`config.mk`:
```
export PLATFORM = sky130hd
export DESIGN_NAME = nmi_periph_top
export DESIGN_NICKNAME = d
export VERILOG_FILES = /design/src/nmi_pkg.sv /design/src/nmi_periph_top.sv /design/src/nmi_rsp_merge.sv /design/src/nmi_sysctrl.sv /design/src/nmi_timer.sv /design/src/nmi_gpio.sv /design/src/nmi_addr_decode.sv
export SDC_FILE = /design/constraint.sdc
export NUM_CORES = 1
export LEC_CHECK = 0
export BUFFER_PORTS_ARGS = -buffer_cell sky130_fd_sc_hd__buf_2
export CAP_MARGIN = 20
export CORE_MARGIN = 2
export CORE_UTILIZATION = 32
export CTS_BUF_LIST = sky130_fd_sc_hd__clkbuf_4 sky130_fd_sc_hd__clkbuf_8 sky130_fd_sc_hd__clkbuf_16
export CTS_CLUSTER_DIAMETER = 30
export CTS_CLUSTER_SIZE = 24
export DETAILED_ROUTE_END_ITERATION = 16
export PLACE_DENSITY = 0.52
export SKIP_LAST_GASP = 1
export SYNTH_ARGS = -nofsm -noshare
export SYNTH_HDL_FRONTEND = slang
export SYNTH_SLANG_ARGS = --single-unit
```
`constraint.sdc`:
```
create_clock -name clk_i -period 9.76 [get_ports clk_i]
set_clock_uncertainty 0.2 [all_clocks]
set_input_delay 1.952 -clock clk_i [delete_from_list [all_inputs] [get_ports clk_i]]
set_output_delay 1.952 -clock clk_i [all_outputs]
set_load 0.005 [all_outputs]
```
`src/nmi_pkg.sv`:
```
// nmi peripheral bus definitions
package nmi_pkg;

  typedef struct packed {
    logic        valid;
    logic [31:0] addr;
    logic [31:0] wdata;
    logic [3:0]  wstrb;
  } nmi_req_t;

  typedef struct packed {
    logic        ready;
    logic [31:0] rdata;
  } nmi_rsp_t;

  // region in addr[31:28], slot in addr[15:8]
  localparam logic [3:0] NATV_IP_START = 4'h1;
  localparam logic [7:0] SLOT_GPIO     = 8'h00;
  localparam logic [7:0] SLOT_TIM0     = 8'h01;
  localparam logic [7:0] SLOT_TIM1     = 8'h02;
  localparam logic [7:0] SLOT_SYSCTRL  = 8'h03;

  // select vector positions
  localparam int NUM_SLV     = 4;
  localparam int SEL_GPIO    = 0;
  localparam int SEL_TIM0    = 1;
  localparam int SEL_TIM1    = 2;
  localparam int SEL_SYSCTRL = 3;

  // word offsets from addr[7:2]
  localparam logic [5:0] REG_GPIO_OUT    = 6'd0;
  localparam logic [5:0] REG_GPIO_OE     = 6'd1;
  localparam logic [5:0] REG_GPIO_IN     = 6'd2;
  localparam logic [5:0] REG_TIM_CTRL    = 6'd0;
  localparam logic [5:0] REG_TIM_PSC     = 6'd1;
  localparam logic [5:0] REG_TIM_CMP     = 6'd2;
  localparam logic [5:0] REG_TIM_CNT     = 6'd3;
  localparam logic [5:0] REG_TIM_STAT    = 6'd4;
  localparam logic [5:0] REG_SYS_ID      = 6'd0;
  localparam logic [5:0] REG_SYS_SCRATCH = 6'd1;
  localparam logic [5:0] REG_SYS_CTRL    = 6'd2;

  localparam logic [31:0] SYS_ID = 32'h5243_0001;

  // byte lanes with strobe set take the new value
  function automatic logic [31:0] strb_merge(
    input logic [31:0] old_val,
    input logic [31:0] new_val,
    input logic [3:0]  strb
  );
    logic [31:0] res;
    res = old_val;
    for (int b = 0; b < 4; b++) begin
      if (strb[b]) begin
        res[b*8+:8] = new_val[b*8+:8];
      end
    end
    return res;
  endfunction

endpackage
```
`src/nmi_periph_top.sv`:
```
// nmi peripheral subsystem
`timescale 1ns/1ns

module nmi_periph_top #(
  parameter int GPIO_W   = 16,
  parameter int TIM_W    = 16,
  parameter int SYS_WAIT = 2
) (
  input  logic              clk_i,
  input  logic              rst_n_i,
  input  nmi_pkg::nmi_req_t nmi_req_i,
  output nmi_pkg::nmi_rsp_t nmi_rsp_o,
  input  logic [GPIO_W-1:0] gpio_in_i,
  output logic [GPIO_W-1:0] gpio_out_o,
  output logic [GPIO_W-1:0] gpio_oe_o,
  output logic [7:0]        sys_ctrl_o,
  output logic [1:0]        irq_o
);

  logic [nmi_pkg::NUM_SLV-1:0] s_sel;
  logic                        s_miss;
  nmi_pkg::nmi_req_t           s_req[nmi_pkg::NUM_SLV];
  nmi_pkg::nmi_rsp_t           s_rsp[nmi_pkg::NUM_SLV];

  nmi_addr_decode u_nmi_addr_decode (
    .req_i (nmi_req_i),
    .sel_o (s_sel),
    .miss_o(s_miss)
  );

  // per-slave request, valid gated by its select
  for (genvar i = 0; i < nmi_pkg::NUM_SLV; i++) begin : g_req
    assign s_req[i] = '{
      valid: nmi_req_i.valid & s_sel[i],
      addr:  nmi_req_i.addr,
      wdata: nmi_req_i.wdata,
      wstrb: nmi_req_i.wstrb
    };
  end

  nmi_gpio #(
    .GPIO_W(GPIO_W)
  ) u_nmi_gpio (
    .clk_i     (clk_i),
    .rst_n_i   (rst_n_i),
    .req_i     (s_req[nmi_pkg::SEL_GPIO]),
    .rsp_o     (s_rsp[nmi_pkg::SEL_GPIO]),
    .gpio_in_i (gpio_in_i),
    .gpio_out_o(gpio_out_o),
    .gpio_oe_o (gpio_oe_o)
  );

  nmi_timer #(
    .TIM_W(TIM_W)
  ) u_nmi_timer0 (
    .clk_i  (clk_i),
    .rst_n_i(rst_n_i),
    .req_i  (s_req[nmi_pkg::SEL_TIM0]),
    .rsp_o  (s_rsp[nmi_pkg::SEL_TIM0]),
    .irq_o  (irq_o[0])
  );

  nmi_timer #(
    .TIM_W(TIM_W)
  ) u_nmi_timer1 (
    .clk_i  (clk_i),
    .rst_n_i(rst_n_i),
    .req_i  (s_req[nmi_pkg::SEL_TIM1]),
    .rsp_o  (s_rsp[nmi_pkg::SEL_TIM1]),
    .irq_o  (irq_o[1])
  );

  nmi_sysctrl #(
    .SYS_WAIT(SYS_WAIT)
  ) u_nmi_sysctrl (
    .clk_i     (clk_i),
    .rst_n_i   (rst_n_i),
    .req_i     (s_req[nmi_pkg::SEL_SYSCTRL]),
    .rsp_o     (s_rsp[nmi_pkg::SEL_SYSCTRL]),
    .sys_ctrl_o(sys_ctrl_o)
  );

  nmi_rsp_merge u_nmi_rsp_merge (
    .clk_i  (clk_i),
    .rst_n_i(rst_n_i),
    .rsp_i  (s_rsp),
    .miss_i (s_miss),
    .rsp_o  (nmi_rsp_o)
  );

endmodule

```
`src/nmi_rsp_merge.sv`:
```
// nmi response merger
`timescale 1ns/1ns

module nmi_rsp_merge (
  input  logic              clk_i,
  input  logic              rst_n_i,
  input  nmi_pkg::nmi_rsp_t rsp_i[nmi_pkg::NUM_SLV],
  input  logic              miss_i,
  output nmi_pkg::nmi_rsp_t rsp_o
);

  logic miss_rdy_q;

  // unmapped access gets a one-cycle ready
  always_ff @(posedge clk_i) begin
    if (!rst_n_i) begin
      miss_rdy_q <= 1'b0;
    end else begin
      miss_rdy_q <= miss_i && !miss_rdy_q;
    end
  end

  // only the answering slave contributes read data
  always_comb begin
    rsp_o.ready = miss_rdy_q;
    rsp_o.rdata = '0;
    for (int i = 0; i < nmi_pkg::NUM_SLV; i++) begin
      rsp_o.ready = rsp_o.ready | rsp_i[i].ready;
      rsp_o.rdata = rsp_o.rdata | ({32{rsp_i[i].ready}} & rsp_i[i].rdata);
    end
  end

endmodule

```
`src/nmi_sysctrl.sv`:
```
// nmi system control block
`timescale 1ns/1ns

module nmi_sysctrl #(
  parameter int SYS_WAIT = 2
) (
  input  logic              clk_i,
  input  logic              rst_n_i,
  input  nmi_pkg::nmi_req_t req_i,
  output nmi_pkg::nmi_rsp_t rsp_o,
  output logic [7:0]        sys_ctrl_o
);

  logic        ready_q;
  logic [3:0]  wait_q;
  logic        accept;
  logic        wr_en;
  logic [5:0]  idx;
  logic [31:0] rd_val;
  logic [31:0] wr_val;
  logic [31:0] scratch_q;
  logic [7:0]  ctrl_q;

  assign idx = req_i.addr[7:2];
  // access completes once the wait count is used up
  assign accept = req_i.valid && !ready_q && (wait_q == 4'(SYS_WAIT));
  assign wr_en  = accept && (req_i.wstrb != 4'b0000);

  always_comb begin
    case (idx)
      nmi_pkg::REG_SYS_ID:      rd_val = nmi_pkg::SYS_ID;
      nmi_pkg::REG_SYS_SCRATCH: rd_val = scratch_q;
      nmi_pkg::REG_SYS_CTRL:    rd_val = 32'(ctrl_q);
      default:                  rd_val = '0;
    endcase
  end

  assign wr_val = nmi_pkg::strb_merge(rd_val, req_i.wdata, req_i.wstrb);

  always_ff @(posedge clk_i) begin
    if (!rst_n_i) begin
      ready_q   <= 1'b0;
      wait_q    <= '0;
      scratch_q <= '0;
      ctrl_q    <= '0;
    end else begin
      ready_q <= accept;
      if (!req_i.valid || ready_q) begin
        wait_q <= '0;
      end else if (!accept) begin
        wait_q <= wait_q + 1'b1;
      end
      if (wr_en && idx == nmi_pkg::REG_SYS_SCRATCH) begin
        scratch_q <= wr_val;
      end
      if (wr_en && idx == nmi_pkg::REG_SYS_CTRL) begin
        ctrl_q <= wr_val[7:0];
      end
    end
  end

  assign rsp_o.ready = ready_q;
  assign rsp_o.rdata = ready_q ? rd_val : '0;
  assign sys_ctrl_o  = ctrl_q;

endmodule

```
`src/nmi_timer.sv`:
```
// nmi prescaled compare timer
`timescale 1ns/1ns

module nmi_timer #(
  parameter int TIM_W = 16
) (
  input  logic              clk_i,
  input  logic              rst_n_i,
  input  nmi_pkg::nmi_req_t req_i,
  output nmi_pkg::nmi_rsp_t rsp_o,
  output logic              irq_o
);

  logic             ready_q;
  logic             accept;
  logic             wr_en;
  logic [5:0]       idx;
  logic [31:0]      rd_val;
  logic [31:0]      wr_val;
  logic [1:0]       ctrl_q;
  logic [TIM_W-1:0] psc_q;
  logic [TIM_W-1:0] cmp_q;
  logic [TIM_W-1:0] cnt_q;
  logic [TIM_W-1:0] pre_q;
  logic             stat_q;
  logic             tick;
  logic             hit;
  logic             stat_clr;

  assign idx    = req_i.addr[7:2];
  assign accept = req_i.valid && !ready_q;
  assign wr_en  = accept && (req_i.wstrb != 4'b0000);

  always_comb begin
    case (idx)
      nmi_pkg::REG_TIM_CTRL: rd_val = 32'(ctrl_q);
      nmi_pkg::REG_TIM_PSC:  rd_val = 32'(psc_q);
      nmi_pkg::REG_TIM_CMP:  rd_val = 32'(cmp_q);
      nmi_pkg::REG_TIM_CNT:  rd_val = 32'(cnt_q);
      nmi_pkg::REG_TIM_STAT: rd_val = 32'(stat_q);
      default:               rd_val = '0;
    endcase
  end

  assign wr_val = nmi_pkg::strb_merge(rd_val, req_i.wdata, req_i.wstrb);

  // prescaler wrap gives one count tick
  assign tick = ctrl_q[0] && (pre_q >= psc_q);
  assign hit  = tick && (cnt_q == cmp_q);

  // write one to clear
  assign stat_clr = wr_en && idx == nmi_pkg::REG_TIM_STAT &&
                    req_i.wstrb[0] && req_i.wdata[0];

  always_ff @(posedge clk_i) begin
    if (!rst_n_i) begin
      ready_q <= 1'b0;
      ctrl_q  <= '0;
      psc_q   <= '0;
      cmp_q   <= '0;
      cnt_q   <= '0;
      pre_q   <= '0;
      stat_q  <= 1'b0;
    end else begin
      ready_q <= accept;
      if (wr_en && idx == nmi_pkg::REG_TIM_CTRL) begin
        ctrl_q <= wr_val[1:0];
      end
      if (wr_en && idx == nmi_pkg::REG_TIM_PSC) begin
        psc_q <= wr_val[TIM_W-1:0];
      end
      if (wr_en && idx == nmi_pkg::REG_TIM_CMP) begin
        cmp_q <= wr_val[TIM_W-1:0];
      end

      if (!ctrl_q[0] || tick) begin
        pre_q <= '0;
      end else begin
        pre_q <= pre_q + 1'b1;
      end

      // software write wins over counting
      if (wr_en && idx == nmi_pkg::REG_TIM_CNT) begin
        cnt_q <= wr_val[TIM_W-1:0];
      end else if (hit) begin
        cnt_q <= '0;
      end else if (tick) begin
        cnt_q <= cnt_q + 1'b1;
      end

      // a new event is not lost to a clear
      if (hit) begin
        stat_q <= 1'b1;
      end else if (stat_clr) begin
        stat_q <= 1'b0;
      end
    end
  end

  assign rsp_o.ready = ready_q;
  assign rsp_o.rdata = ready_q ? rd_val : '0;
  assign irq_o       = stat_q && ctrl_q[1];

endmodule

```
`src/nmi_gpio.sv`:
```
// nmi gpio register block
`timescale 1ns/1ns

module nmi_gpio #(
  parameter int GPIO_W = 16
) (
  input  logic              clk_i,
  input  logic              rst_n_i,
  input  nmi_pkg::nmi_req_t req_i,
  output nmi_pkg::nmi_rsp_t rsp_o,
  input  logic [GPIO_W-1:0] gpio_in_i,
  output logic [GPIO_W-1:0] gpio_out_o,
  output logic [GPIO_W-1:0] gpio_oe_o
);

  logic              ready_q;
  logic              accept;
  logic              wr_en;
  logic [5:0]        idx;
  logic [31:0]       rd_val;
  logic [31:0]       wr_val;
  logic [GPIO_W-1:0] out_q;
  logic [GPIO_W-1:0] oe_q;
  logic [GPIO_W-1:0] in_meta_q;
  logic [GPIO_W-1:0] in_sync_q;

  assign idx    = req_i.addr[7:2];
  // no repeat while valid is still high in the ready cycle
  assign accept = req_i.valid && !ready_q;
  assign wr_en  = accept && (req_i.wstrb != 4'b0000);

  always_comb begin
    case (idx)
      nmi_pkg::REG_GPIO_OUT: rd_val = 32'(out_q);
      nmi_pkg::REG_GPIO_OE:  rd_val = 32'(oe_q);
      nmi_pkg::REG_GPIO_IN:  rd_val = 32'(in_sync_q);
      default:               rd_val = '0;
    endcase
  end

  assign wr_val = nmi_pkg::strb_merge(rd_val, req_i.wdata, req_i.wstrb);

  always_ff @(posedge clk_i) begin
    if (!rst_n_i) begin
      ready_q <= 1'b0;
      out_q   <= '0;
      oe_q    <= '0;
    end else begin
      ready_q <= accept;
      if (wr_en && idx == nmi_pkg::REG_GPIO_OUT) begin
        out_q <= wr_val[GPIO_W-1:0];
      end
      if (wr_en && idx == nmi_pkg::REG_GPIO_OE) begin
        oe_q <= wr_val[GPIO_W-1:0];
      end
    end
  end

  // two-flop input synchronizer
  always_ff @(posedge clk_i) begin
    in_meta_q <= gpio_in_i;
    in_sync_q <= in_meta_q;
  end

  assign rsp_o.ready = ready_q;
  assign rsp_o.rdata = ready_q ? rd_val : '0;
  assign gpio_out_o  = out_q;
  assign gpio_oe_o   = oe_q;

endmodule

```
`src/nmi_addr_decode.sv`:
```
// nmi address decoder
`timescale 1ns/1ns

module nmi_addr_decode (
  input  nmi_pkg::nmi_req_t           req_i,
  output logic [nmi_pkg::NUM_SLV-1:0] sel_o,
  output logic                        miss_o
);

  logic       region_hit;
  logic [7:0] slot;

  assign region_hit = req_i.addr[31:28] == nmi_pkg::NATV_IP_START;
  assign slot       = req_i.addr[15:8];

  // one-hot select from region and slot fields
  always_comb begin
    sel_o = '0;
    if (region_hit) begin
      case (slot)
        nmi_pkg::SLOT_GPIO: begin
          sel_o[nmi_pkg::SEL_GPIO] = 1'b1;
        end
        nmi_pkg::SLOT_TIM0: begin
          sel_o[nmi_pkg::SEL_TIM0] = 1'b1;
        end
        nmi_pkg::SLOT_TIM1: begin
          sel_o[nmi_pkg::SEL_TIM1] = 1'b1;
        end
        nmi_pkg::SLOT_SYSCTRL: begin
          sel_o[nmi_pkg::SEL_SYSCTRL] = 1'b1;
        end
        default: begin
          sel_o = '0;
        end
      endcase
    end
  end

  // valid access that no peripheral claims
  assign miss_o = req_i.valid && (sel_o == '0);

endmodule

```
Word level (Yosys, flattened, before mapping)
Cells that the tools add are included.
{"block": "word_totals", "wordCells": 148, "input_bits": 87, "regBits": 247, "out_inout_bits": 75}
{"block": "op_classes", "bitwise": 16, "magnitude_cmp": 2, "n_reduce_logical": 57, "addsub": 5, "n_mux": 33, "n_eq_ne": 11}
{"operator": "one-hot mux 16 bit (5 select lines)", "count": 2}
{"operator": "two-way mux 16 bit", "count": 9}
{"operator": "bitwise AND 32 x 16 -> 32 bit", "count": 3}
{"operator": "OR 32 bit", "count": 3}
{"operator": "one-hot mux 32 bit (3 select lines)", "count": 1}
{"operator": "two-way mux 8 bit", "count": 10}
{"operator": "adder 16 x 1 -> 16 bit, second input constant", "count": 4}
{"operator": "one-hot mux 16 bit (3 select lines)", "count": 1}
{"operator": "logical AND 1 bit", "count": 35}
{"operator": "bitwise AND 32 bit", "count": 1}
{"operator": "equality test 16 bit", "count": 2}
{"operator": ">= comparator 16 bit", "count": 2}
{"operator": "two-way mux 32 bit", "count": 1}
{"operator": "equality test 8 x 2 -> 1 bit, second input constant", "count": 2}
{"operator": "equality test 6 x 2 -> 1 bit, second input constant", "count": 2}
{"operator": "equality test 8 x 1 -> 1 bit, second input constant", "count": 1}
{"operator": "zero test 1 bit", "count": 8}
{"operator": "zero test 8 bit", "count": 1}
{"operator": "two-way mux 1 bit", "count": 8}
{"operator": "equality test 6 x 1 -> 1 bit, second input constant", "count": 1}
{"operator": "equality test 6 x 3 -> 1 bit, second input constant", "count": 1}
{"operator": "zero test 6 bit", "count": 1}
{"operator": "nonzero test 3 bit", "count": 2}
{"operator": "OR reduction 2 bit", "count": 3}
{"operator": "11 further kinds", "count": 20}

Logic depth before layout (Yosys ltp)
Gate-level depths: netlist of run 1.
{"block": "logic_depth", "ltp_word": 11, "ltp_mapped": 10, "depth_no_buf": 8}

Hierarchy
A second synthesis of run 1 with hierarchy kept.
{"block": "unflattened", "cells_unflattened": 1772, "hier_area_um2": 14694.1}
{"mod": "nmi_timer", "area_each_um2": 4234.1, "seq_area_each_um2": 1361.3, "n_inst": 2, "cells_each": 547}
{"mod": "nmi_gpio", "area_each_um2": 2815.2, "seq_area_each_um2": 1301.2, "n_inst": 1, "cells_each": 277}
{"mod": "nmi_sysctrl", "area_each_um2": 2268.4, "seq_area_each_um2": 900.9, "n_inst": 1, "cells_each": 267}
{"mod": "nmi_rsp_merge", "area_each_um2": 1007.2, "seq_area_each_um2": 20.0, "n_inst": 1, "cells_each": 118}
{"mod": "nmi_addr_decode", "area_each_um2": 110.1, "seq_area_each_um2": 0.0, "n_inst": 1, "cells_each": 12}
{"mod": "nmi_periph_top", "area_each_um2": 25.0, "seq_area_each_um2": 0.0, "n_inst": 1, "cells_each": 4}

Least setup slack after synthesis of run 1
No wires, ideal clock.
{"block": "synth_path", "path_type": "input -> output", "from": "in nmi_req_i[38] (netlist bit)", "to": "out nmi_rsp_o[3] (netlist bit)", "required_ns": 7.608, "path_buffers": 2, "t_arrival_ns": 3.773, "setup_slack_ns": 3.835, "stages": 8, "cell_sequence": "clkbuf_1 nor3_1 nand2_1 clkbuf_1 o2bb2ai_1 nand2_1 o21ai_0 a221o_1"}
{"item": "from (decl)", "line": "nmi_periph_top.sv:11", "rtl": "input nmi_pkg::nmi_req_t nmi_req_i,"}
{"item": "to (decl)", "line": "nmi_periph_top.sv:12", "rtl": "output nmi_pkg::nmi_rsp_t nmi_rsp_o,"}

==> parameters.txt, run 1 <==
Parameter                              Value

Synthesis
  Synthesized netlist net count    approximately 1700
  Warnings, synthesis    0
  Post-Syn Instances    1535
  Post-synth design cell area    between 10000 and 15000 um^2
  Mean Syn Cell Area    about 8.4 um^2
  Unique masters post-synth    70
  Share of flip-flops with an asynchronous set or reset    0
  Number of flip-flops and latches in the synthesized netlist    between 200 and 250
  Sequential fraction of the synthesis area    0.3848
  Post-synth EDFFs    0
  Main flop type after synthesis    dfxtp_1

Placed design
  Standard cell area after detailed placement    about 14000 um^2
  Routability congestion estimate    approximately 0.85
  Half-perimeter wire length of the detailed placement result    around 30 mm
  Port bufs    between 100 and 150
  Cell total after placement    around 2100

Detailed routing
  Total wirelength of the detailed-routed design    43.38 mm
  Drt initial violations    approximately 870
  Via-per-instance ratio    about 5.3
  Total number of vias    ~12000
  Post-detailed-route wirelength per cell    roughly 19 um
  Drt drc    0
  Number of optimization iterations in the first detailed-route pass    5
  Number of nets with antenna violations after routing    0

Clock tree
  Total setup buffers inserted after CTS    0
  Clock sink count    approximately 250
  Clock tree from TritonCTS    yes
  Depth of the CTS H-tree    3
  Number of CTS-inserted buffers    67
  Total of cells resized after clock tree synthesis    0
  Worst-path clk slew    40 ps
  CTS Root Buffer Type    clkbuf_16
  Bufs on Longest Clock Path    3
  Hold-fix buffer count after cts    0
  Clock latency at the later pin of the worst-skew pair    about 550 ps

Global routing
  Antenna violations before repair    2
  Number of global-route vias before repair    11776
  Overflow left after global routing    0
  Global-route total usage across every layer    0.2064
  Wire length of the first global-routing pass    slightly below 70 mm
  Pin count of the biggest net entering global routing    74

STA
  Unrepaired setup endpoints after global routing    no
  Top achievable clock speed    around 130 MHz
  Final Max Tran Viols    0
  Minimum clock period    ~7500 ps
  Final Hold Fails    0
  Final cycle utilization of the critical path    0.7655
  Final setup vio count    0
  Worst-margin pin slew    about 1100 ps
  Final total negative setup slack    0 ps
  Slew headroom    0.2435

Layout
  Final Instance Count excl. Fillers    between 2000 and 2500
  Post-route cell area    approximately 16000 um^2
  Layout-stage area growth over the synthesis result    27.29%
  Register ranked first by flip-flop count    u_nmi_sysctrl.scratch_q
  Most common cell after layout, fill and taps aside    dfxtp_1
  Commonest cells after routing, fill and taps aside    dfxtp_1 (247), nor2_1 (188), nand2_1 (166)
  Net count, final    ~1800
  Flip-flop count of the largest register, all copies and words added    32
  Share of post-route cells with drive strength above 1    0.1956
  Antenna cell count    0

Pwr
  Clock power frac    0.669
  Internal power component    around 2700 uW
  Switching fraction of total power    0.2161
  Switching power of the nets    732.7 uW
  Areal power density over the cells    207.3 nW/um^2
  Fraction of power consumed by sequential logic    0.301
  Share of total power in combinational logic    0.030
  VDD IR max    about 180 uV
  Leak Pwr    0.006576 uW

Floorplanning
  Die height    ~200 um
  I/O pins    162
  X dimension of the die    roughly 200 um
  Initial Util    0.3241
  Die Area    approximately 42000 um^2
  Core area    between 30000 and 40000 um^2
  Cell Rows    73

Setup path
  Crit Path Class    input port to output pin
  Cell depth of the worst flop-to-flop path    8
  Critical path required time    between 7000 and 8000 ps
  Setup slack of the worst register-to-register path    6340 ps
  Launch point of the worst path    nmi_req_i[38]
  Critical path endpoint category    output pin
  Worst setup path end    nmi_rsp_o[0]
  Data arrival time at the worst-slack endpoint    around 5300 ps
  Startpoint Class    input port
  Highest net fanout along the worst path    38
  Critical register-to-register path endpoint    u_nmi_timer1.cnt_q[15]$_SDFFE_PN0P_
  Launch instance of the worst register-to-register path    u_nmi_timer1.pre_q[0]$_SDFF_PP0_

Job
  Max-capacitance violation count    0

Min path
  Worst hold path type    flop to flop
  Min-Delay Startpoint    u_nmi_gpio.in_meta_q[5]$_DFF_P_

Status
  Outcome    finished clean
## kinds of logic (layout without fill, tap and decap cells)
group                      Yosys count  in the layout  synth area share
xor gates and xnor gates            63             63           0.04294
muxes                               83             83           0.06856
buffers and inverters              154            337           0.04684
and+or+nand+nor                    597            597            0.2212
AOI/OAI and AO/OA                  353            353            0.1986
DFF                                247            247            0.3848
adders and majority gates           38             38           0.03700
## power by group through the flow
stage          clock [uW]  combinational (uW)  sequential [uW]
2_1_floorplan           0                55.7             1040
3_3_place_gp            0                99.2             1040
3_5_place_dp            0                99.0             1040
4_1_cts              2300                99.5             1020
5_1_grt              2360                 108             1020
6_report             2270                 100             1020
## routing by layer
layer	up-vias	GRT usage	share of wire
met4	0	0.07195	0.024
met5	-	0	0
met1	5602	0.2631	0.43
met2	405	0.3390	0.47
met3	81	0.05022	0.074
li1	5773	-	-
## synth_stat cells, types with 3 or more instances
master | n | area (um^2)
buf_1 | 5 | 18.77
nor3_1 | 22 | 110.1
nand2b_1 | 12 | 75.07
ha_1 | 38 | 475.5
a21oi_1 | 47 | 235.2
and3_1 | 13 | 81.33
o22ai_1 | 6 | 37.54
or3_1 | 8 | 50.05
nor2_1 | 192 | 720.7
or2_2 | 4 | 25.02
mux2_2 | 30 | 337.8
a22o_1 | 27 | 236.5
dfxtp_1 | 247 | 4945
a21boi_0 | 5 | 37.54
nand2_1 | 166 | 623.1
or4_1 | 9 | 67.56
o31a_1 | 4 | 35.03
o211ai_1 | 25 | 187.7
nand4_1 | 15 | 93.84
o21ai_0 | 43 | 215.2
a221o_1 | 13 | 130.1
nand3_1 | 54 | 270.3
xnor2_1 | 11 | 96.34
mux2i_1 | 52 | 520.5
xor2_1 | 52 | 455.4
a211o_1 | 9 | 78.83
inv_1 | 51 | 191.4
nand3b_1 | 9 | 67.56
a311o_1 | 4 | 40.04
nor2b_1 | 4 | 25.02
clkbuf_1 | 87 | 326.6
and4_1 | 7 | 61.31
a211oi_1 | 64 | 480.5
o21ai_1 | 3 | 15.01
o2bb2ai_1 | 18 | 157.7
o21a_1 | 33 | 247.7
a31oi_1 | 11 | 68.82
a22oi_1 | 14 | 105.1
o221ai_1 | 8 | 70.07
and2_1 | 54 | 337.8
nor4_1 | 15 | 93.84
buf_2 | 7 | 35.03
## stage by stage
stage | hold slack (ps) | total power [uW] | utilization | setup slack (ps)
after floorplan | 109.6 | 1095 | - | 3835
final | 113.6 | 3390 | 0.4126 | 2288
after CTS | 118.9 | 3419 | 0.4126 | 2286
after detailed placement | 112.1 | 1139 | 0.3529 | 2317
after global routing | 118.2 | 3484 | 0.4126 | 2165
after global placement | 110.1 | 1139 | 0.3529 | 2300
## layout make-up
type / count / area [um^2]
clock inverter: 32 / 371.6
sequential: 247 / 4945
tap: 525 / 656.9
timing repair buffer: 164 / 863.3
multi-input combinational: 1134 / 7328
inverter: 52 / 196.4
fill: 4079 / 23290
clock buffer: 89 / 1993
## worst min-delay path by stage
stage | slack [ps] | cells after the start | endpoint
floorplan | 110 | 0 | u_nmi_gpio.in_sync_q[0]$_DFF_P_
global placement | 110 | 0 | u_nmi_gpio.in_sync_q[5]$_DFF_P_
detailed placement | 110 | 0 | u_nmi_gpio.in_sync_q[13]$_DFF_P_
CTS | 120 | 0 | u_nmi_gpio.in_sync_q[5]$_DFF_P_
global route | 120 | 0 | u_nmi_gpio.in_sync_q[5]$_DFF_P_
finish | 110 | 0 | u_nmi_gpio.in_sync_q[5]$_DFF_P_
## critical path: stages
cell	delay [ps]
buf_2	820
nor2b_4	1020
and2_1	320
buf_4	360
o2bb2ai_1	220
a222oi_1	140
o21ai_0	240
buf_2	200
No activity file was read; power rests on OpenSTA's default activity.
==> run 2, diff against run 1 <==
==> constraint.sdc (replaced) <==
create_clock -name clk_i -period 7.3 [get_ports clk_i]
set_clock_uncertainty 0.2 [all_clocks]
set_input_delay 1.46 -clock clk_i [delete_from_list [all_inputs] [get_ports clk_i]]
set_output_delay 1.46 -clock clk_i [all_outputs]
set_load 0.005 [all_outputs]
==> run 2 against run 1 <==
Global-route usage is 0.36 points lower. Worst setup slack worse by 610 ps. Power is 31% higher. Critical path type unchanged. Critical endpoint unchanged. Largest power group unchanged.
==> parameters.txt, run 2 (synthesis results as in run 1) <==
Parameter                              Value

Detailed routing
  Drt initial violations    665 (-24%)
  Via-per-instance ratio    5.260 (-0.52%)
  Wire length on met1    18.95 mm (+0.72%)
  Met2 Routed Length    19.99 mm (-1.6%)
  Met3 Routed Length    2.889 mm (-10%)
  Drt drc    0 (unchanged)
  Total number of vias    11794 (-0.56%)
  Total wirelength of the detailed-routed design    42.83 mm (-1.3%)
  Post-detailed-route wirelength per cell    19.10 um (-1.2%)
  Number of optimization iterations in the first detailed-route pass    5 (unchanged)
  Top layer in use    met4
  Number of nets with antenna violations after routing    0 (unchanged)

Placed design
  Port bufs    147 (unchanged)
  Cell total after placement    2125 (+0.14%)
  Half-perimeter wire length of the detailed placement result    30.16 mm (+0.38%)
  Routability congestion estimate    0.8731 (+2.9%)

Setup path
  Worst path most repeated cell    buf_2
  Data arrival time at the worst-slack endpoint    3960 ps (-1360 ps)
  Critical register-to-register path endpoint    u_nmi_timer1.cnt_q[15]$_SDFFE_PN0P_
  Critical Path Max Stage Delay    530 ps (-490 ps)
  Critical path endpoint category    output pin
  Critical path cell sequence    buf_2, nor2b_2, and2_1, a22oi_1, nand2_1, a222oi_1, o21ai_0, buf_2
  Critical path required time    5640 ps (-1970 ps)
  Cell depth of the worst flop-to-flop path    8 (unchanged)
  Master of the slowest instance on the critical path    buf_2
  Startpoint Class    input port
  Highest net fanout along the worst path    23 (-39%)
  Launch instance of the worst register-to-register path    u_nmi_timer1.pre_q[0]$_SDFF_PP0_
  Setup slack of the worst register-to-register path    3890 ps (-2450 ps)
  Launch point of the worst path    nmi_req_i[39]
  Crit Path Class    input port to output pin

Floorplanning
  Initial Util    0.3241 (unchanged)
  Die Area    41770 um^2 (unchanged)
  Cell Rows    73 (unchanged)
  Die height    204.4 um (unchanged)
  I/O pins    162 (unchanged)
  X dimension of the die    204.4 um (unchanged)
  Core area    39640 um^2 (unchanged)

Global routing
  Wire length of the first global-routing pass    66.32 mm (-1.6%)
  Antenna violations before repair    1 (-1)
  Number of global-route vias before repair    11428 (-3.0%)
  Overflow left after global routing    0 (unchanged)
  Pin count of the biggest net entering global routing    64 (-14%)
  Global-route total usage across every layer    0.2027 (-0.003627)

Min path
  Min-Delay Startpoint    u_nmi_gpio.in_meta_q[11]$_DFF_P_
  Worst hold path stage count    0 (unchanged)
  Capture endpoint of the worst hold path    u_nmi_gpio.in_sync_q[11]$_DFF_P_
  Worst hold path type    flop to flop

STA
  Final total negative setup slack    0 ps (unchanged)
  Final cycle utilization of the critical path    0.7694
  Final Max Tran Viols    0 (unchanged)
  Slew headroom    0.3286 (+0.08512)
  Minimum clock period    5617 ps
  Top achievable clock speed    about 180 MHz
  Final Hold Fails    0 (unchanged)
  Unrepaired setup endpoints after global routing    no
  Worst-margin pin slew    1007 ps (-127.7 ps)
  Final setup vio count    0 (unchanged)

Clock tree
  Depth of the CTS H-tree    3 (unchanged)
  Clock sink count    247 (unchanged)
  Total of cells resized after clock tree synthesis    0 (unchanged)
  Worst-path clk slew    40 ps (about the same)
  Hold-fix buffer count after cts    0 (unchanged)
  Clock tree from TritonCTS    yes
  Clock latency at the later pin of the worst-skew pair    560 ps (about the same)
  Number of CTS-inserted buffers    66 (-1.5%)
  Bufs on Longest Clock Path    3 (unchanged)
  Total setup buffers inserted after CTS    0 (unchanged)
  CTS Root Buffer Type    clkbuf_16

Layout
  Antenna cell count    0 (unchanged)
  Register ranked first by flip-flop count    u_nmi_sysctrl.scratch_q
  Flip-flop count of the largest register, all copies and words added    32 (unchanged)
  Commonest cells after routing, fill and taps aside    dfxtp_1 (247), nor2_1 (188), nand2_1 (166)
  Share of post-route cells with drive strength above 1    0.1951 (-0.0004685)
  Layout-stage area growth over the synthesis result    26.83%
  Final Instance Count excl. Fillers    2242 (-0.045%)
  Most common cell after layout, fill and taps aside    dfxtp_1
  Net count, final    1793 (+0.11%)

Pwr
  Leak Pwr    0.006558 uW (-0.27%)
  Areal power density over the cells    272.9 nW/um^2 (+32%)
  VDD IR max    189.6 uV (+6.5%)

Job
  Max-capacitance violation count    0 (unchanged)

Status
  Outcome    finished clean
==> run 2: cell count changes in the layout (fill, tap and decap cells not counted), sizes merged <==
cell and delta:
clkinvlp -4, inv +1, clkbuf -1, buf +3
==> run 2: critical path: cells and delay by family <==
kind	cells	cell delay, ps
compound gates	3	990
buf+inv	2	760
simple gates	3	720
==> run 2: cell type report <==
type	count	area, um^2
clock buffers	88	1904
flip-flops and latches	247	4945
multi-input cells	1134	7323
clock inverters	29	384.1
fillers	4047	23340
repair buffers	167	885.9
well taps	525	656.9
inverters	52	196.4
==> run 2: routing by layer <==
metal,track usage,vias up
met4,0.06858,0
met2,0.3278,369
li1,-,5771
met1,0.2636,5583
met5,0,-
met3,0.04911,71
==> run 2: through the flow <==
step / utilization / hold WS (ps) / cell area, um^2 / setup slack [ps] / power [uW]
floorplan: - / 109.6 / 12850 / 2359 / 1463
global placement: 0.3532 / 109.8 / 14000 / 1724 / 1522
detailed placement: 0.3534 / 112.1 / 14010 / 1729 / 1523
CTS: 0.4111 / 121.7 / 16300 / 1727 / 4487
global route: 0.4111 / 123.6 / 16300 / 1588 / 4588
finish: 0.4111 / 121.2 / 16300 / 1683 / 4447
==> run 2: worst max path at each step <==
stage | end | slack [ps] | cells after the start
after CTS | nmi_rsp_o[0] | 1730 | 8
after detailed placement | nmi_rsp_o[0] | 1730 | 8
after global placement | nmi_rsp_o[0] | 1720 | 8
after global routing | nmi_rsp_o[0] | 1590 | 8
final | nmi_rsp_o[0] | 1680 | 8
after floorplan | nmi_rsp_o[3] | 2360 | 8
==> run 2: report_power, final <==
part           switching (uW)  internal (uW)
Combinational            92.9           41.8
Clock                     880           2070
Sequential               2.22           1360
==> run 3, diff against run 2 <==
--- a/config.mk
+++ b/config.mk
@@ -13,7 +13,7 @@
 export CTS_CLUSTER_DIAMETER = 30
 export CTS_CLUSTER_SIZE = 24
 export DETAILED_ROUTE_END_ITERATION = 16
-export PLACE_DENSITY = 0.52
+export PLACE_DENSITY = 0.54
 export SKIP_LAST_GASP = 1
 export SYNTH_ARGS = -nofsm -noshare
 export SYNTH_HDL_FRONTEND = slang
==> constraint.sdc (replaced) <==
create_clock -name clk_i -period 4.83 [get_ports clk_i]
set_clock_uncertainty 0.2 [all_clocks]
set_input_delay 0.966 -clock clk_i [delete_from_list [all_inputs] [get_ports clk_i]]
set_output_delay 0.966 -clock clk_i [all_outputs]
set_load 0.005 [all_outputs]
==> run 3 against run 2 <==
Combinational power increased by 53%. Via count decreased by 0.12%. First-iteration DRC count increased by 8.6%. Non-clock buffer count increased by 9. Critical endpoint is now nmi_rsp_o[13]. Cell area increased by 0.63%. Wire length decreased by 0.67%. Highest routed layer unchanged. Final cell count increased by 0.22%. Sequential power increased by 50%.
==> parameters.txt, run 3 (synthesis results as in run 1) <==
Parameter                              Value

Floorplanning
  Core area    39640 um^2 (unchanged)
  Initial Util    0.3241 (unchanged)
  Cell Rows    73 (unchanged)
  I/O pins    162 (unchanged)
  X dimension of the die    204.4 um (unchanged)
  Die Area    41770 um^2 (unchanged)
  Die height    204.4 um (unchanged)

Pwr
  Switching fraction of total power    0.2143 (-0.004894)
  Share of total power in combinational logic    0.030 (about the same)
  Clock power frac    0.667 (+0.004)
  Internal power component    5360 uW (+54%)
  Areal power density over the cells    416.0 nW/um^2 (+52%)
  Leak Pwr    0.006593 uW (+0.53%)
  Total Power    6822 uW (+53%)
  VDD IR max    445.3 uV (+130%)
  Fraction of power consumed by sequential logic    0.302 (-0.005)
  Switching power of the nets    1462 uW (+50%)

Layout
  Commonest cells after routing, fill and taps aside    dfxtp_1 (247), nor2_1 (188), nand2_1 (166)
  Post-route cell area    16400 um^2 (+0.63%)
  Net count, final    1796 (+0.17%)
  Flip-flop count of the largest register, all copies and words added    32 (unchanged)
  Layout filler cell count    4035 (-0.30%)
  Share of post-route cells with drive strength above 1    0.1970 (+0.001871)
  Register ranked first by flip-flop count    u_nmi_sysctrl.scratch_q
  Layout-stage area growth over the synthesis result    27.63%
  Most common cell after layout, fill and taps aside    dfxtp_1
  Final Core Density    0.4137 (+0.002588)

Clock tree
  Bufs on Longest Clock Path    3 (unchanged)
  Worst-path clk slew    50 ps (about the same)
  Depth of the CTS H-tree    2 (-1)
  Number of CTS-inserted buffers    60 (-9.1%)
  Clock latency at the later pin of the worst-skew pair    590 ps (+30 ps)
  Clock sink count    247 (unchanged)
  Total of cells resized after clock tree synthesis    0 (unchanged)
  Clock tree from TritonCTS    yes
  CTS Root Buffer Type    clkbuf_16
  Hold-fix buffer count after cts    0 (unchanged)
  Total setup buffers inserted after CTS    0 (unchanged)

Job
  Max-capacitance violation count    0 (unchanged)

STA
  Unrepaired setup endpoints after global routing    no
  Top achievable clock speed    approximately 240 MHz
  Slew headroom    0.2864 (-0.04217)
  Final Max Tran Viols    0 (unchanged)
  Worst-margin pin slew    1070 ps (+63.25 ps)
  Minimum clock period    4220 ps
  Final cycle utilization of the critical path    0.8737
  Final Hold Fails    0 (unchanged)
  Worst path setup slack after routing    610.2 ps (-1073 ps)
  Final setup vio count    0 (unchanged)
  Final total negative setup slack    0 ps (unchanged)

Detailed routing
  Number of nets with antenna violations after routing    0 (unchanged)
  Total wirelength of the detailed-routed design    42.54 mm (-0.67%)
  Met3 Routed Length    2.526 mm (-13%)
  Total number of vias    11780 (-0.12%)
  Number of optimization iterations in the first detailed-route pass    5 (unchanged)
  Via-per-instance ratio    5.243 (-0.34%)
  Drt drc    0 (unchanged)
  Post-detailed-route wirelength per cell    18.93 um (-0.89%)
  Met2 Routed Length    20.01 mm (about the same)
  Wire length on met1    19.14 mm (+0.97%)
  Drt initial violations    722 (+8.6%)
  Top layer in use    met4

Min path
  Worst hold path type    flop to flop
  Min-Delay Startpoint    u_nmi_gpio.in_meta_q[3]$_DFF_P_

Global routing
  Global-route total usage across every layer    0.2002 (-0.002510)
  Overflow left after global routing    0 (unchanged)
  Wire length of the first global-routing pass    66.09 mm (-0.35%)
  Antenna violations before repair    1 (unchanged)
  Pin count of the biggest net entering global routing    87 (+36%)
  Number of global-route vias before repair    11418 (-0.088%)

Setup path
  Startpoint Class    input port
  Number of buffers and inverters on the critical path    4 (+2)
  Data arrival time at the worst-slack endpoint    3050 ps (-910 ps)
  Critical Path Max Stage Delay    580 ps (+50 ps)
  Launch instance of the worst register-to-register path    u_nmi_timer1.pre_q[0]$_SDFF_PP0_
  Critical path cell sequence    buf_2, nor4_4, and2_1, buf_4, buf_4, o2bb2ai_1, a22oi_1, nand3_1, buf_2
  Master of the slowest instance on the critical path    nor4_4
  Critical path required time    3660 ps (-1980 ps)
  Family of cells with the greatest summed delay on the critical path    simple AND/OR/NAND/NOR gates
  Critical path endpoint category    output pin
  Crit Path Class    input port to output pin
  Highest net fanout along the worst path    21 (-8.7%)
  Launch point of the worst path    nmi_req_i[41]

Status
  Outcome    finished clean

Placed design
  Port bufs    147 (unchanged)
  Half-perimeter wire length of the detailed placement result    30.27 mm (+0.35%)
  Routability congestion estimate    0.8695 (-0.41%)
  Standard cell area after detailed placement    14090 um^2 (+0.57%)
  Worst slack after detailed placement    629.4 ps (-1099 ps)
## run 3: cell types whose count changed in the layout (fill, tap and decap cells not counted), sizes merged
| cell | delta |
|---|---|
| diode | +1 |
| bufinv | +8 |
| clkinv | -1 |
| clkinvlp | +3 |
| clkbuf | -15 |
| buf | +9 |
## run 3: power by group through the flow
stage	logic [uW]	registers, uW	clock network [uW]
2_1_floorplan	113	2100	0
3_3_place_gp	204	2100	0
3_5_place_dp	204	2100	0
4_1_cts	205	2060	4600
5_1_grt	220	2060	4730
6_report	207	2060	4550
## run 3: per-stage QoR
step                      hold slack (ps)  instances
final                               122.9       2247
after global routing                126.1       2246
after global placement              111.0       2134
after detailed placement            112.1       2134
after CTS                           122.2       2246
after floorplan                     109.6       1535
## run 3: area by class of cell
cell class                 instances  area [um^2]  area share
inverter                          52        196.4     0.01198
multi-input combinational       1134         7323      0.4466
tap                              525        656.9     0.04006
antenna                            1        2.502   0.0001526
timing repair buffer             176        965.9     0.05890
clock buffer                      73         1660      0.1013
clock inverter                    39        648.1     0.03952
sequential                       247         4945      0.3015
## run 3: worst reg2reg max path, cell delays in order (launching register included)
cell and delay (ps):
dfxtp_1 400, inv_1 70, ha_1 280, nand2b_1 130, a2111o_1 440, a311oi_1 320, nand3_1 540, and2_1 510
a221o_1 400
## run 3: final timing paths
check / slack, ps / to / cells after the start
max: 610 / nmi_rsp_o[13] / 9
min reg2reg: 120 / u_nmi_gpio.in_sync_q[3]$_DFF_P_ / 0
max reg2reg: 1440 / u_nmi_timer1.cnt_q[1]$_SDFFE_PN0P_ / 8
min: 120 / u_nmi_gpio.in_sync_q[3]$_DFF_P_ / 0
## run 3: per-layer routing
| layer | vias to the layer above | track usage |
|---|---|---|
| met4 | 0 | 0.05797 |
| met1 | 5607 | 0.2629 |
| met3 | 59 | 0.03747 |
| li1 | 5777 | - |
| met5 | - | 0 |
| met2 | 337 | 0.3335 |
